File: src/source/tracker_pkg.sv
`default_nettype none

package tracker_pkg;

    localparam int COORD_W     = 11;   // Wide enough for 1280x720 rasters
    localparam int SCALE_SHIFT = 2;    // Buffer holds one word per 4x4 block

    typedef struct packed {
        logic [4:0] r;
        logic [5:0] g;
        logic [4:0] b;
    } pixel565_t;

    typedef struct packed {
        logic [7:0] r;
        logic [7:0] g;
        logic [7:0] b;
    } rgb888_t;

    typedef struct packed {
        logic               valid;
        logic [COORD_W-1:0] hcount;
        logic [COORD_W-1:0] vcount;
        pixel565_t          pixel;
    } cam_pixel_t;

    typedef struct packed {
        logic [COORD_W-1:0] hcount;
        logic [COORD_W-1:0] vcount;
        logic               hsync;
        logic               vsync;
        logic               active;
        logic               new_frame;  // First cycle of a frame, at (0,0)
    } video_timing_t;

    typedef struct packed {
        video_timing_t timing;
        rgb888_t       rgb;      // Expanded camera colour
        logic [7:0]    value;    // Selected channel
        logic          mask;
    } classified_t;

    typedef struct packed {
        video_timing_t timing;
        rgb888_t       rgb;
    } video_out_t;

    typedef enum logic [1:0] {CH_RED, CH_GREEN, CH_BLUE} channel_e;

    typedef enum logic [1:0] {VIEW_CAMERA, VIEW_CHANNEL, VIEW_MASK} view_e;

    typedef enum logic [1:0] {DIV_IDLE, DIV_X, DIV_Y, DIV_DONE} div_state_e;

endpackage

`default_nettype wire

File: src/source/video_timing.sv
`timescale 1ns/1ns
`default_nettype none

module video_timing #(
    parameter int H_ACTIVE = 64,
    parameter int H_FRONT  = 4,
    parameter int H_SYNC   = 8,
    parameter int H_BACK   = 4,
    parameter int V_ACTIVE = 32,
    parameter int V_FRONT  = 2,
    parameter int V_SYNC   = 2,
    parameter int V_BACK   = 2
) (
    input  wire                        clk_pixel,
    input  wire                        recent_reset,
    output tracker_pkg::video_timing_t timing_o
);
    import tracker_pkg::*;

    localparam int H_TOTAL = H_ACTIVE + H_FRONT + H_SYNC + H_BACK;
    localparam int V_TOTAL = V_ACTIVE + V_FRONT + V_SYNC + V_BACK;

    localparam logic [COORD_W-1:0] H_LAST     = COORD_W'(H_TOTAL - 1);
    localparam logic [COORD_W-1:0] V_LAST     = COORD_W'(V_TOTAL - 1);
    localparam logic [COORD_W-1:0] H_ACT_END  = COORD_W'(H_ACTIVE);
    localparam logic [COORD_W-1:0] V_ACT_END  = COORD_W'(V_ACTIVE);
    localparam logic [COORD_W-1:0] HS_START   = COORD_W'(H_ACTIVE + H_FRONT);
    localparam logic [COORD_W-1:0] HS_END     = COORD_W'(H_ACTIVE + H_FRONT + H_SYNC);
    localparam logic [COORD_W-1:0] VS_START   = COORD_W'(V_ACTIVE + V_FRONT);
    localparam logic [COORD_W-1:0] VS_END     = COORD_W'(V_ACTIVE + V_FRONT + V_SYNC);

    logic [COORD_W-1:0] h_cnt;
    logic [COORD_W-1:0] v_cnt;

    always_ff @(posedge clk_pixel) begin
        if (recent_reset) begin
            h_cnt    <= '0;
            v_cnt    <= '0;
            timing_o <= '0;
        end else begin
            // Outputs describe the position the counters hold now
            timing_o.hcount    <= h_cnt;
            timing_o.vcount    <= v_cnt;
            timing_o.hsync     <= (h_cnt >= HS_START) && (h_cnt < HS_END);
            timing_o.vsync     <= (v_cnt >= VS_START) && (v_cnt < VS_END);
            timing_o.active    <= (h_cnt < H_ACT_END) && (v_cnt < V_ACT_END);
            timing_o.new_frame <= (h_cnt == '0) && (v_cnt == '0);

            if (h_cnt == H_LAST) begin
                h_cnt <= '0;
                v_cnt <= (v_cnt == V_LAST) ? '0 : v_cnt + 1'b1;  // Wrap at frame end
            end else begin
                h_cnt <= h_cnt + 1'b1;
            end
        end
    end

endmodule

`default_nettype wire

File: src/source/frame_buffer.sv
`timescale 1ns/1ns
`default_nettype none

module frame_buffer #(
    parameter int H_ACTIVE = 64,
    parameter int V_ACTIVE = 32
) (
    input  wire                             clk_pixel,
    input  wire                             recent_reset,
    input  wire tracker_pkg::cam_pixel_t    cam_i,
    input  wire tracker_pkg::video_timing_t timing_i,
    output tracker_pkg::video_timing_t      timing_o,
    output tracker_pkg::pixel565_t          pixel_o
);
    import tracker_pkg::*;

    localparam int ROW_WORDS = H_ACTIVE >> SCALE_SHIFT;
    localparam int DEPTH     = ROW_WORDS * (V_ACTIVE >> SCALE_SHIFT);
    localparam int ADDR_W    = $clog2(DEPTH);

    // Word address of the 4x4 block holding a full-resolution coordinate
    function automatic logic [ADDR_W-1:0] block_addr(input logic [COORD_W-1:0] h,
                                                     input logic [COORD_W-1:0] v);
        logic [COORD_W-1:0] col;
        logic [COORD_W-1:0] row;
        col = h >> SCALE_SHIFT;
        row = v >> SCALE_SHIFT;
        return ADDR_W'(col) + ADDR_W'(row) * ADDR_W'(ROW_WORDS);
    endfunction

    pixel565_t          mem [0:DEPTH-1];
    logic               wr_en;
    logic [ADDR_W-1:0]  rd_addr;
    video_timing_t      timing_d1;

    // Keep only the top-left pixel of every 4x4 block
    assign wr_en = cam_i.valid
                && (cam_i.hcount[1:0] == 2'b00) && (cam_i.vcount[1:0] == 2'b00)
                && (cam_i.hcount < COORD_W'(H_ACTIVE)) && (cam_i.vcount < COORD_W'(V_ACTIVE));

    always_ff @(posedge clk_pixel) begin
        if (wr_en) begin
            mem[block_addr(cam_i.hcount, cam_i.vcount)] <= cam_i.pixel;
        end
    end

    // Read stage 1 registers the address, stage 2 the memory word
    always_ff @(posedge clk_pixel) begin
        rd_addr <= timing_i.active ? block_addr(timing_i.hcount, timing_i.vcount) : '0;
        pixel_o <= timing_d1.active ? mem[rd_addr] : '0;  // Black outside the picture
    end

    always_ff @(posedge clk_pixel) begin
        if (recent_reset) begin
            timing_d1 <= '0;
            timing_o  <= '0;
        end else begin
            timing_d1 <= timing_i;
            timing_o  <= timing_d1;
        end
    end

endmodule

`default_nettype wire

File: src/source/pixel_classifier.sv
`timescale 1ns/1ns
`default_nettype none

module pixel_classifier (
    input  wire                             clk_pixel,
    input  wire                             recent_reset,
    input  wire tracker_pkg::video_timing_t timing_i,
    input  wire tracker_pkg::pixel565_t     pixel_i,
    input  wire tracker_pkg::channel_e      channel_i,
    input  wire [7:0]                       lower_i,
    input  wire [7:0]                       upper_i,
    output tracker_pkg::classified_t        class_o
);
    import tracker_pkg::*;

    rgb888_t    expanded;
    logic [7:0] value;
    logic       in_window;

    always_comb begin
        // Low bits left at zero
        expanded.r = {pixel_i.r, 3'b000};
        expanded.g = {pixel_i.g, 2'b00};
        expanded.b = {pixel_i.b, 3'b000};

        case (channel_i)
            CH_RED:   value = expanded.r;
            CH_GREEN: value = expanded.g;
            CH_BLUE:  value = expanded.b;
            default:  value = '0;
        endcase

        in_window = (value >= lower_i) && (value <= upper_i);  // Both bounds inclusive
    end

    always_ff @(posedge clk_pixel) begin
        if (recent_reset) begin
            class_o <= '0;
        end else begin
            class_o.timing <= timing_i;
            class_o.rgb    <= expanded;
            class_o.value  <= value;
            class_o.mask   <= timing_i.active && in_window;
        end
    end

endmodule

`default_nettype wire

File: src/source/centroid_tracker.sv
`timescale 1ns/1ns
`default_nettype none

module centroid_tracker (
    input  wire                             clk_pixel,
    input  wire                             recent_reset,
    input  wire tracker_pkg::classified_t   class_i,
    output logic [tracker_pkg::COORD_W-1:0] com_x_o,
    output logic [tracker_pkg::COORD_W-1:0] com_y_o
);
    import tracker_pkg::*;

    localparam int CNT_W  = 2 * COORD_W;        // Pixel count of a full raster
    localparam int SUM_W  = CNT_W + COORD_W;    // Count times largest coordinate
    localparam int STEP_W = $clog2(COORD_W);

    localparam logic [STEP_W-1:0] LAST_STEP = STEP_W'(COORD_W - 1);

    div_state_e         state;
    logic [SUM_W-1:0]   sum_x;
    logic [SUM_W-1:0]   sum_y;
    logic [CNT_W-1:0]   cnt;
    logic [SUM_W-1:0]   x_add;
    logic [SUM_W-1:0]   y_add;
    logic [CNT_W-1:0]   c_add;

    logic [SUM_W-1:0]   snap_y;
    logic [CNT_W-1:0]   snap_cnt;
    logic [SUM_W-1:0]   rem;
    logic [SUM_W-1:0]   div_sh;     // Divisor aligned to the current quotient bit
    logic [COORD_W-1:0] quot;
    logic [COORD_W-1:0] res_x;
    logic [STEP_W-1:0]  step;
    logic [SUM_W-1:0]   rem_next;
    logic [COORD_W-1:0] quot_next;

    always_comb begin
        x_add = class_i.mask ? SUM_W'(class_i.timing.hcount) : '0;
        y_add = class_i.mask ? SUM_W'(class_i.timing.vcount) : '0;
        c_add = CNT_W'(class_i.mask);
    end

    // Per-frame sums; the first pixel of a frame starts the new totals
    always_ff @(posedge clk_pixel) begin
        if (recent_reset) begin
            sum_x <= '0;
            sum_y <= '0;
            cnt   <= '0;
        end else if (class_i.timing.new_frame) begin
            sum_x <= x_add;
            sum_y <= y_add;
            cnt   <= c_add;
        end else begin
            sum_x <= sum_x + x_add;
            sum_y <= sum_y + y_add;
            cnt   <= cnt + c_add;
        end
    end

    // One restoring step: subtract when the shifted divisor fits
    always_comb begin
        if (rem >= div_sh) begin
            rem_next  = rem - div_sh;
            quot_next = {quot[COORD_W-2:0], 1'b1};
        end else begin
            rem_next  = rem;
            quot_next = {quot[COORD_W-2:0], 1'b0};
        end
    end

    always_ff @(posedge clk_pixel) begin
        if (recent_reset) begin
            state   <= DIV_IDLE;
            step    <= '0;
            com_x_o <= '0;
            com_y_o <= '0;
        end else begin
            case (state)
                DIV_IDLE: begin
                    if (class_i.timing.new_frame) begin
                        snap_y   <= sum_y;
                        snap_cnt <= cnt;
                        rem      <= sum_x;
                        div_sh   <= SUM_W'(cnt) << (COORD_W - 1);
                        quot     <= '0;
                        step     <= '0;
                        state    <= (cnt == '0) ? DIV_DONE : DIV_X;  // Empty frame skips division
                    end
                end
                DIV_X: begin
                    step   <= step + 1'b1;
                    rem    <= rem_next;
                    quot   <= quot_next;
                    div_sh <= div_sh >> 1;
                    if (step == LAST_STEP) begin
                        res_x  <= quot_next;
                        rem    <= snap_y;
                        div_sh <= SUM_W'(snap_cnt) << (COORD_W - 1);
                        quot   <= '0;
                        step   <= '0;
                        state  <= DIV_Y;
                    end
                end
                DIV_Y: begin
                    step   <= step + 1'b1;
                    rem    <= rem_next;
                    quot   <= quot_next;
                    div_sh <= div_sh >> 1;
                    if (step == LAST_STEP) begin
                        state <= DIV_DONE;
                    end
                end
                DIV_DONE: begin
                    if (snap_cnt != '0) begin
                        com_x_o <= res_x;
                        com_y_o <= quot;
                    end
                    state <= DIV_IDLE;
                end
                default: state <= DIV_IDLE;
            endcase
        end
    end

endmodule

`default_nettype wire

File: src/source/display_mux.sv
`timescale 1ns/1ns
`default_nettype none

module display_mux (
    input  wire                             clk_pixel,
    input  wire                             recent_reset,
    input  wire tracker_pkg::classified_t   class_i,
    input  wire [tracker_pkg::COORD_W-1:0]  com_x_i,
    input  wire [tracker_pkg::COORD_W-1:0]  com_y_i,
    input  wire tracker_pkg::view_e         view_i,
    input  wire                             crosshair_en_i,
    output tracker_pkg::video_out_t         video_o
);
    import tracker_pkg::*;

    rgb888_t rgb;
    logic    on_cross;

    assign on_cross = crosshair_en_i
                   && ((class_i.timing.hcount == com_x_i) || (class_i.timing.vcount == com_y_i));

    always_comb begin
        case (view_i)
            VIEW_CAMERA:  rgb = class_i.rgb;
            VIEW_CHANNEL: rgb = {class_i.value, class_i.value, class_i.value};  // Grey scale
            VIEW_MASK:    rgb = class_i.mask ? 24'hFFFFFF : 24'h000000;
            default:      rgb = '0;
        endcase

        if (on_cross) begin
            rgb = 24'hFFFFFF;
        end

        // Blanking wins over everything
        if (!class_i.timing.active) begin
            rgb = '0;
        end
    end

    always_ff @(posedge clk_pixel) begin
        if (recent_reset) begin
            video_o <= '0;
        end else begin
            video_o.timing <= class_i.timing;
            video_o.rgb    <= rgb;
        end
    end

endmodule

`default_nettype wire

File: src/source/tracker_top.sv
`timescale 1ns/1ns
`default_nettype none

module tracker_top #(
    parameter int H_ACTIVE = 64,
    parameter int H_FRONT  = 4,
    parameter int H_SYNC   = 8,
    parameter int H_BACK   = 4,
    parameter int V_ACTIVE = 32,
    parameter int V_FRONT  = 2,
    parameter int V_SYNC   = 2,
    parameter int V_BACK   = 2
) (
    input  wire                          clk_pixel,
    input  wire                          recent_reset,
    input  wire tracker_pkg::cam_pixel_t cam_i,
    input  wire tracker_pkg::channel_e   channel_i,
    input  wire [7:0]                    lower_i,
    input  wire [7:0]                    upper_i,
    input  wire tracker_pkg::view_e      view_i,
    input  wire                          crosshair_en_i,
    output tracker_pkg::video_out_t      video_o
);
    import tracker_pkg::*;

    video_timing_t      timing_raw;     // Straight from the raster counters
    video_timing_t      timing_fb;      // Aligned with the buffer read
    pixel565_t          pixel_fb;
    classified_t        class_w;
    logic [COORD_W-1:0] com_x;
    logic [COORD_W-1:0] com_y;

    video_timing #(
        .H_ACTIVE (H_ACTIVE),
        .H_FRONT  (H_FRONT),
        .H_SYNC   (H_SYNC),
        .H_BACK   (H_BACK),
        .V_ACTIVE (V_ACTIVE),
        .V_FRONT  (V_FRONT),
        .V_SYNC   (V_SYNC),
        .V_BACK   (V_BACK)
    ) timing_gen (
        .clk_pixel    (clk_pixel),
        .recent_reset (recent_reset),
        .timing_o     (timing_raw)
    );

    frame_buffer #(
        .H_ACTIVE (H_ACTIVE),
        .V_ACTIVE (V_ACTIVE)
    ) fbuf (
        .clk_pixel    (clk_pixel),
        .recent_reset (recent_reset),
        .cam_i        (cam_i),
        .timing_i     (timing_raw),
        .timing_o     (timing_fb),
        .pixel_o      (pixel_fb)
    );

    pixel_classifier classifier (
        .clk_pixel    (clk_pixel),
        .recent_reset (recent_reset),
        .timing_i     (timing_fb),
        .pixel_i      (pixel_fb),
        .channel_i    (channel_i),
        .lower_i      (lower_i),
        .upper_i      (upper_i),
        .class_o      (class_w)
    );

    centroid_tracker tracker (
        .clk_pixel    (clk_pixel),
        .recent_reset (recent_reset),
        .class_i      (class_w),
        .com_x_o      (com_x),
        .com_y_o      (com_y)
    );

    display_mux out_mux (
        .clk_pixel      (clk_pixel),
        .recent_reset   (recent_reset),
        .class_i        (class_w),
        .com_x_i        (com_x),
        .com_y_i        (com_y),
        .view_i         (view_i),
        .crosshair_en_i (crosshair_en_i),
        .video_o        (video_o)
    );

endmodule

`default_nettype wire

File: config.mk
export PLATFORM = sky130hd
export DESIGN_NAME = tracker_top
export DESIGN_NICKNAME = d
export VERILOG_FILES = /design/src/source/tracker_pkg.sv /design/src/source/video_timing.sv /design/src/source/frame_buffer.sv /design/src/source/pixel_classifier.sv /design/src/source/centroid_tracker.sv /design/src/source/display_mux.sv /design/src/source/tracker_top.sv
export SDC_FILE = /design/constraint.sdc
export NUM_CORES = 2
export LEC_CHECK = 0
export BUFFER_PORTS_ARGS = -buffer_cell sky130_fd_sc_hd__buf_2
export CAP_MARGIN = 40
export CORE_MARGIN = 3
export CORE_UTILIZATION = 55
export CTS_BUF_LIST = sky130_fd_sc_hd__clkbuf_4 sky130_fd_sc_hd__clkbuf_8 sky130_fd_sc_hd__clkbuf_16
export DETAILED_ROUTE_END_ITERATION = 7
export PLACE_DENSITY_LB_ADDON = 0.1
export SETUP_SLACK_MARGIN = 0.15
export SLEW_MARGIN = 25
export SYNTH_ARGS = -nofsm -noshare
export SYNTH_HDL_FRONTEND = slang
export SYNTH_SLANG_ARGS = --single-unit
File: constraint.sdc
create_clock -name clk_pixel -period 5.9 [get_ports clk_pixel]
set_input_delay 0.885 -clock clk_pixel [delete_from_list [all_inputs] [get_ports clk_pixel]]
set_output_delay 0.885 -clock clk_pixel [all_outputs]
set_load 0.01 [all_outputs]
==> run metrics <==
Final Cycle Share=67.3%; first-pass GRT wire length=351000 um; Final Skew=59.5 ps; CP max stage cell=a31oi_1; Post-synth EDFFs=2190; Critical Path Start=classifier.class_o[0]$_SDFF_PP0_; most used cell, CP=o21ai_0; TritonRoute pass-1 iters=8; CTS resizes=0; CTS root buf=clkbuf_16; CTS buffer count=275; worst min path class=in -> reg; HP Start=recent_reset; Syn Nets=5323; top cell type by total area after synthesis=edfxtp_1; worst hold margin=390 ps; grt total ovfl=0; initial antenna violation count=13; sequential share of the synthesized area=73.2%; Die X=430 um; Synth Register Bits=2522; CP Max Fanout=18; Final Max Tran Viols=0; via count=50600; final setup fails=0; CTS sink cnt=2522; Max Clk Rate=0.252 GHz; die height=430 um; Hold Buf Count CTS=0; TritonCTS clock tree=done; Tot Pwr=38.7 mW; Req. time, crit path=6690 ps; Synth Flop Type=edfxtp_1; Least-Margin Pin Slew=860 ps; Die ar.=185000 um^2; peak ir drop on the vdd network=0.324 mV; Final min period=3970 ps; via/cell ratio=6.24; postcts setup bufs=0; Area contributors post-synth=edfxtp_1 66%, mux4_2 15%, dfxtp_1 6.7%; DRC=0; outcome=finished, final reports clean; post-synthesis cell count=5174; RSZ-0062 raised after global routing=no; final HPWL from detailed placement=147000 um; # Max-Cap Violations=0; Final nets=5709; Clock Latency Late Sink=910 ps; CORE AREA=179000 um^2; Port Buffers=111; top-level port count=112; gr usage total=26.2%; post-synth top area share=66.4%; final WL=240000 um; Ys Warns=0; number of global-route vias before repair=50100; reg2reg start=classifier.class_o[0]$_SDFF_PP0_; DR WL/cell=29.6 um; FFs w/ async S/R, synth=0%; crit-path max cell delay=530 ps; PD cells=343 nW/um^2; Pleak=36.3 nW; effective utilization at floorplan=55.4%; relative slew slack=42.7%; startpoint types=flip-flop; fraction of layout cells with a size suffix above 1=26.1%; Final Hold Vio Count=0; CTS Buffer Depth=4; critical path endpoint category=flip-flop; Final Util=63.1%; crit path DAT=4760 ps; Crit Path Category=reg -> reg; setup TNS=0 ps; remaining antenna violation count=0; synth-to-layout area growth=13.9%; largest net degree at the start of global routing=96; Synth Cell Area=99000 um^2; clock slew at reported path FFs=60 ps; # H-tree levels=5; critical path buffer and inverter count=2; num rows=155; Cell Chain, Critical Path=buf_4 -> and2_1 -> ha_1 -> inv_1 -> fa_1 -> nor2b_1 -> o21ai_0 -> a21boi_0 -> o211ai_1 -> a31oi_1 -> o21ai_0 -> or3_1 -> a21oi_1; Yosys cell types=65; Syn Area/Cell=19.1 um^2; First DRT Iteration DRCs=5662; CP delay by family, top=compound AO/OA/AOI/OAI gates; routability cong.=0.844
==> cells in the mapped netlist (37+ instances only) <==
cell and n:
a21oi_1 100, a221oi_1 38, and2_1 40, and3_1 37, buf_2 59, clkbuf_1 162, dfxtp_1 332, edfxtp_1 2190
ha_1 82, inv_1 94, mux2i_1 49, mux4_2 672, nand2_1 157, nand3_1 56, nor2_1 359, nor2b_1 174
o21ai_0 112, xnor2_1 77, xor2_1 59
==> worst register-to-register path, cell delays in order, from the launching register on <==
cell and delay (ps):
dfxtp_1 430, buf_4 290, and2_1 170, ha_1 160, inv_1 60, fa_1 420
nor2b_1 120, o21ai_0 100, a21boi_0 510, o211ai_1 200, a31oi_1 530, o21ai_0 340
or3_1 410, a21oi_1 140
==> flip-flops by register name, summed over array words and instances, names as in the netlist, 16 cells and up <==
| signal | cells |
|---|---|
| fbuf.timing_o | 26 |
| fbuf.mem | 2048 |
| out_mux.video_o | 44 |
| timing_gen.timing_o | 26 |
| tracker.cnt | 22 |
| tracker.snap_cnt | 22 |
| classifier.class_o | 49 |
| fbuf.timing_d1 | 26 |
| tracker.sum_y | 33 |
| tracker.rem | 33 |
| fbuf.pixel_o | 16 |
| tracker.snap_y | 33 |
| tracker.sum_x | 33 |
| tracker.div_sh | 32 |
==> final cells by class <==
| class | count | area, um^2 |
|---|---|---|
| diodes | 3 | 7.51 |
| clock buffers | 366 | 7780 |
| clock inverters | 103 | 841 |
| fillers | 12300 | 65900 |
| inverters | 95 | 357 |
| multi-input cells | 2302 | 25200 |
| flip-flops and latches | 2522 | 72400 |
| well taps | 2355 | 2950 |
| repair buffers | 364 | 3120 |
==> final timing paths <==
path              cells after the start                                 to  slack, ps
hold / removal                        2  classifier.class_o[29]$_SDFF_PP0_        390
setup reg to reg                     13       tracker.sum_y[32]$_SDFF_PP0_       1930
setup / recovery                     13       tracker.sum_y[32]$_SDFF_PP0_       1930
hold reg to reg                       1        fbuf.timing_o[6]$_SDFF_PP0_        410
==> per-layer routing <==
| metal | track usage (%) | vias up | routed length, um | share of wire (%) |
|---|---|---|---|---|
| met2 | 40.3 | 2055 | 113000 | 47 |
| met5 | 0 | - | 49 | 0.020 |
| met4 | 8.07 | 8 | 7330 | 3.1 |
| met3 | 4.19 | 401 | 18100 | 7.5 |
| li1 | - | 21500 | - | - |
| met1 | 39.3 | 26600 | 101000 | 42 |
==> placed cells by master (no fill, tap or decap), types with 21 or more instances in the layout <==
cell       count
and2_1        39
ha_1          81
o21ai_0      111
buf_12        26
clkinv_2      36
mux4_2       672
nand4_1       21
a21oi_1       99
clkbuf_16    284
clkinv_1      44
and3_1        37
or3_1         24
a221oi_1      38
nand2_1      157
buf_2         95
nor3_1        23
xnor2_1       77
mux2i_1       49
xor2_1        59
dfxtp_1      326
nor2_1       345
o21a_1        26
buf_4        219
nand2b_1      27
edfxtp_1    2190
clkbuf_4      72
inv_1         94
nand3_1       56
nor2b_1      174
==> logic make-up (layout without fill, tap and decap cells) <==
family,Yosys count,in the layout,synth area share (%)
other,0,3,0
muxes,727,727,15.9
adders and majority gates,87,87,1.14
and+or+nand+nor,958,958,4.69
DFF,2522,2522,73.2
xor gates and xnor gates,136,136,1.20
AOI/OAI and AO/OA,394,394,2.53
buffers and inverters,350,928,1.44
==> per-stage QoR <==
stage,setup slack (ps),instances,instance area (um^2)
after floorplan,740,5174,99000
after global placement,1750,7609,104000
after detailed placement,1860,7629,104000
after CTS,1960,8098,113000
after global routing,1770,8107,113000
final,1930,8110,113000
==> report_power, final <==
group          internal, mW  switching, mW  total [mW]
combinational         0.889           1.69        2.58
sequential             19.6         0.0971        19.7
clock                  9.85           6.60        16.5
Power figures use the tool's default switching activity.
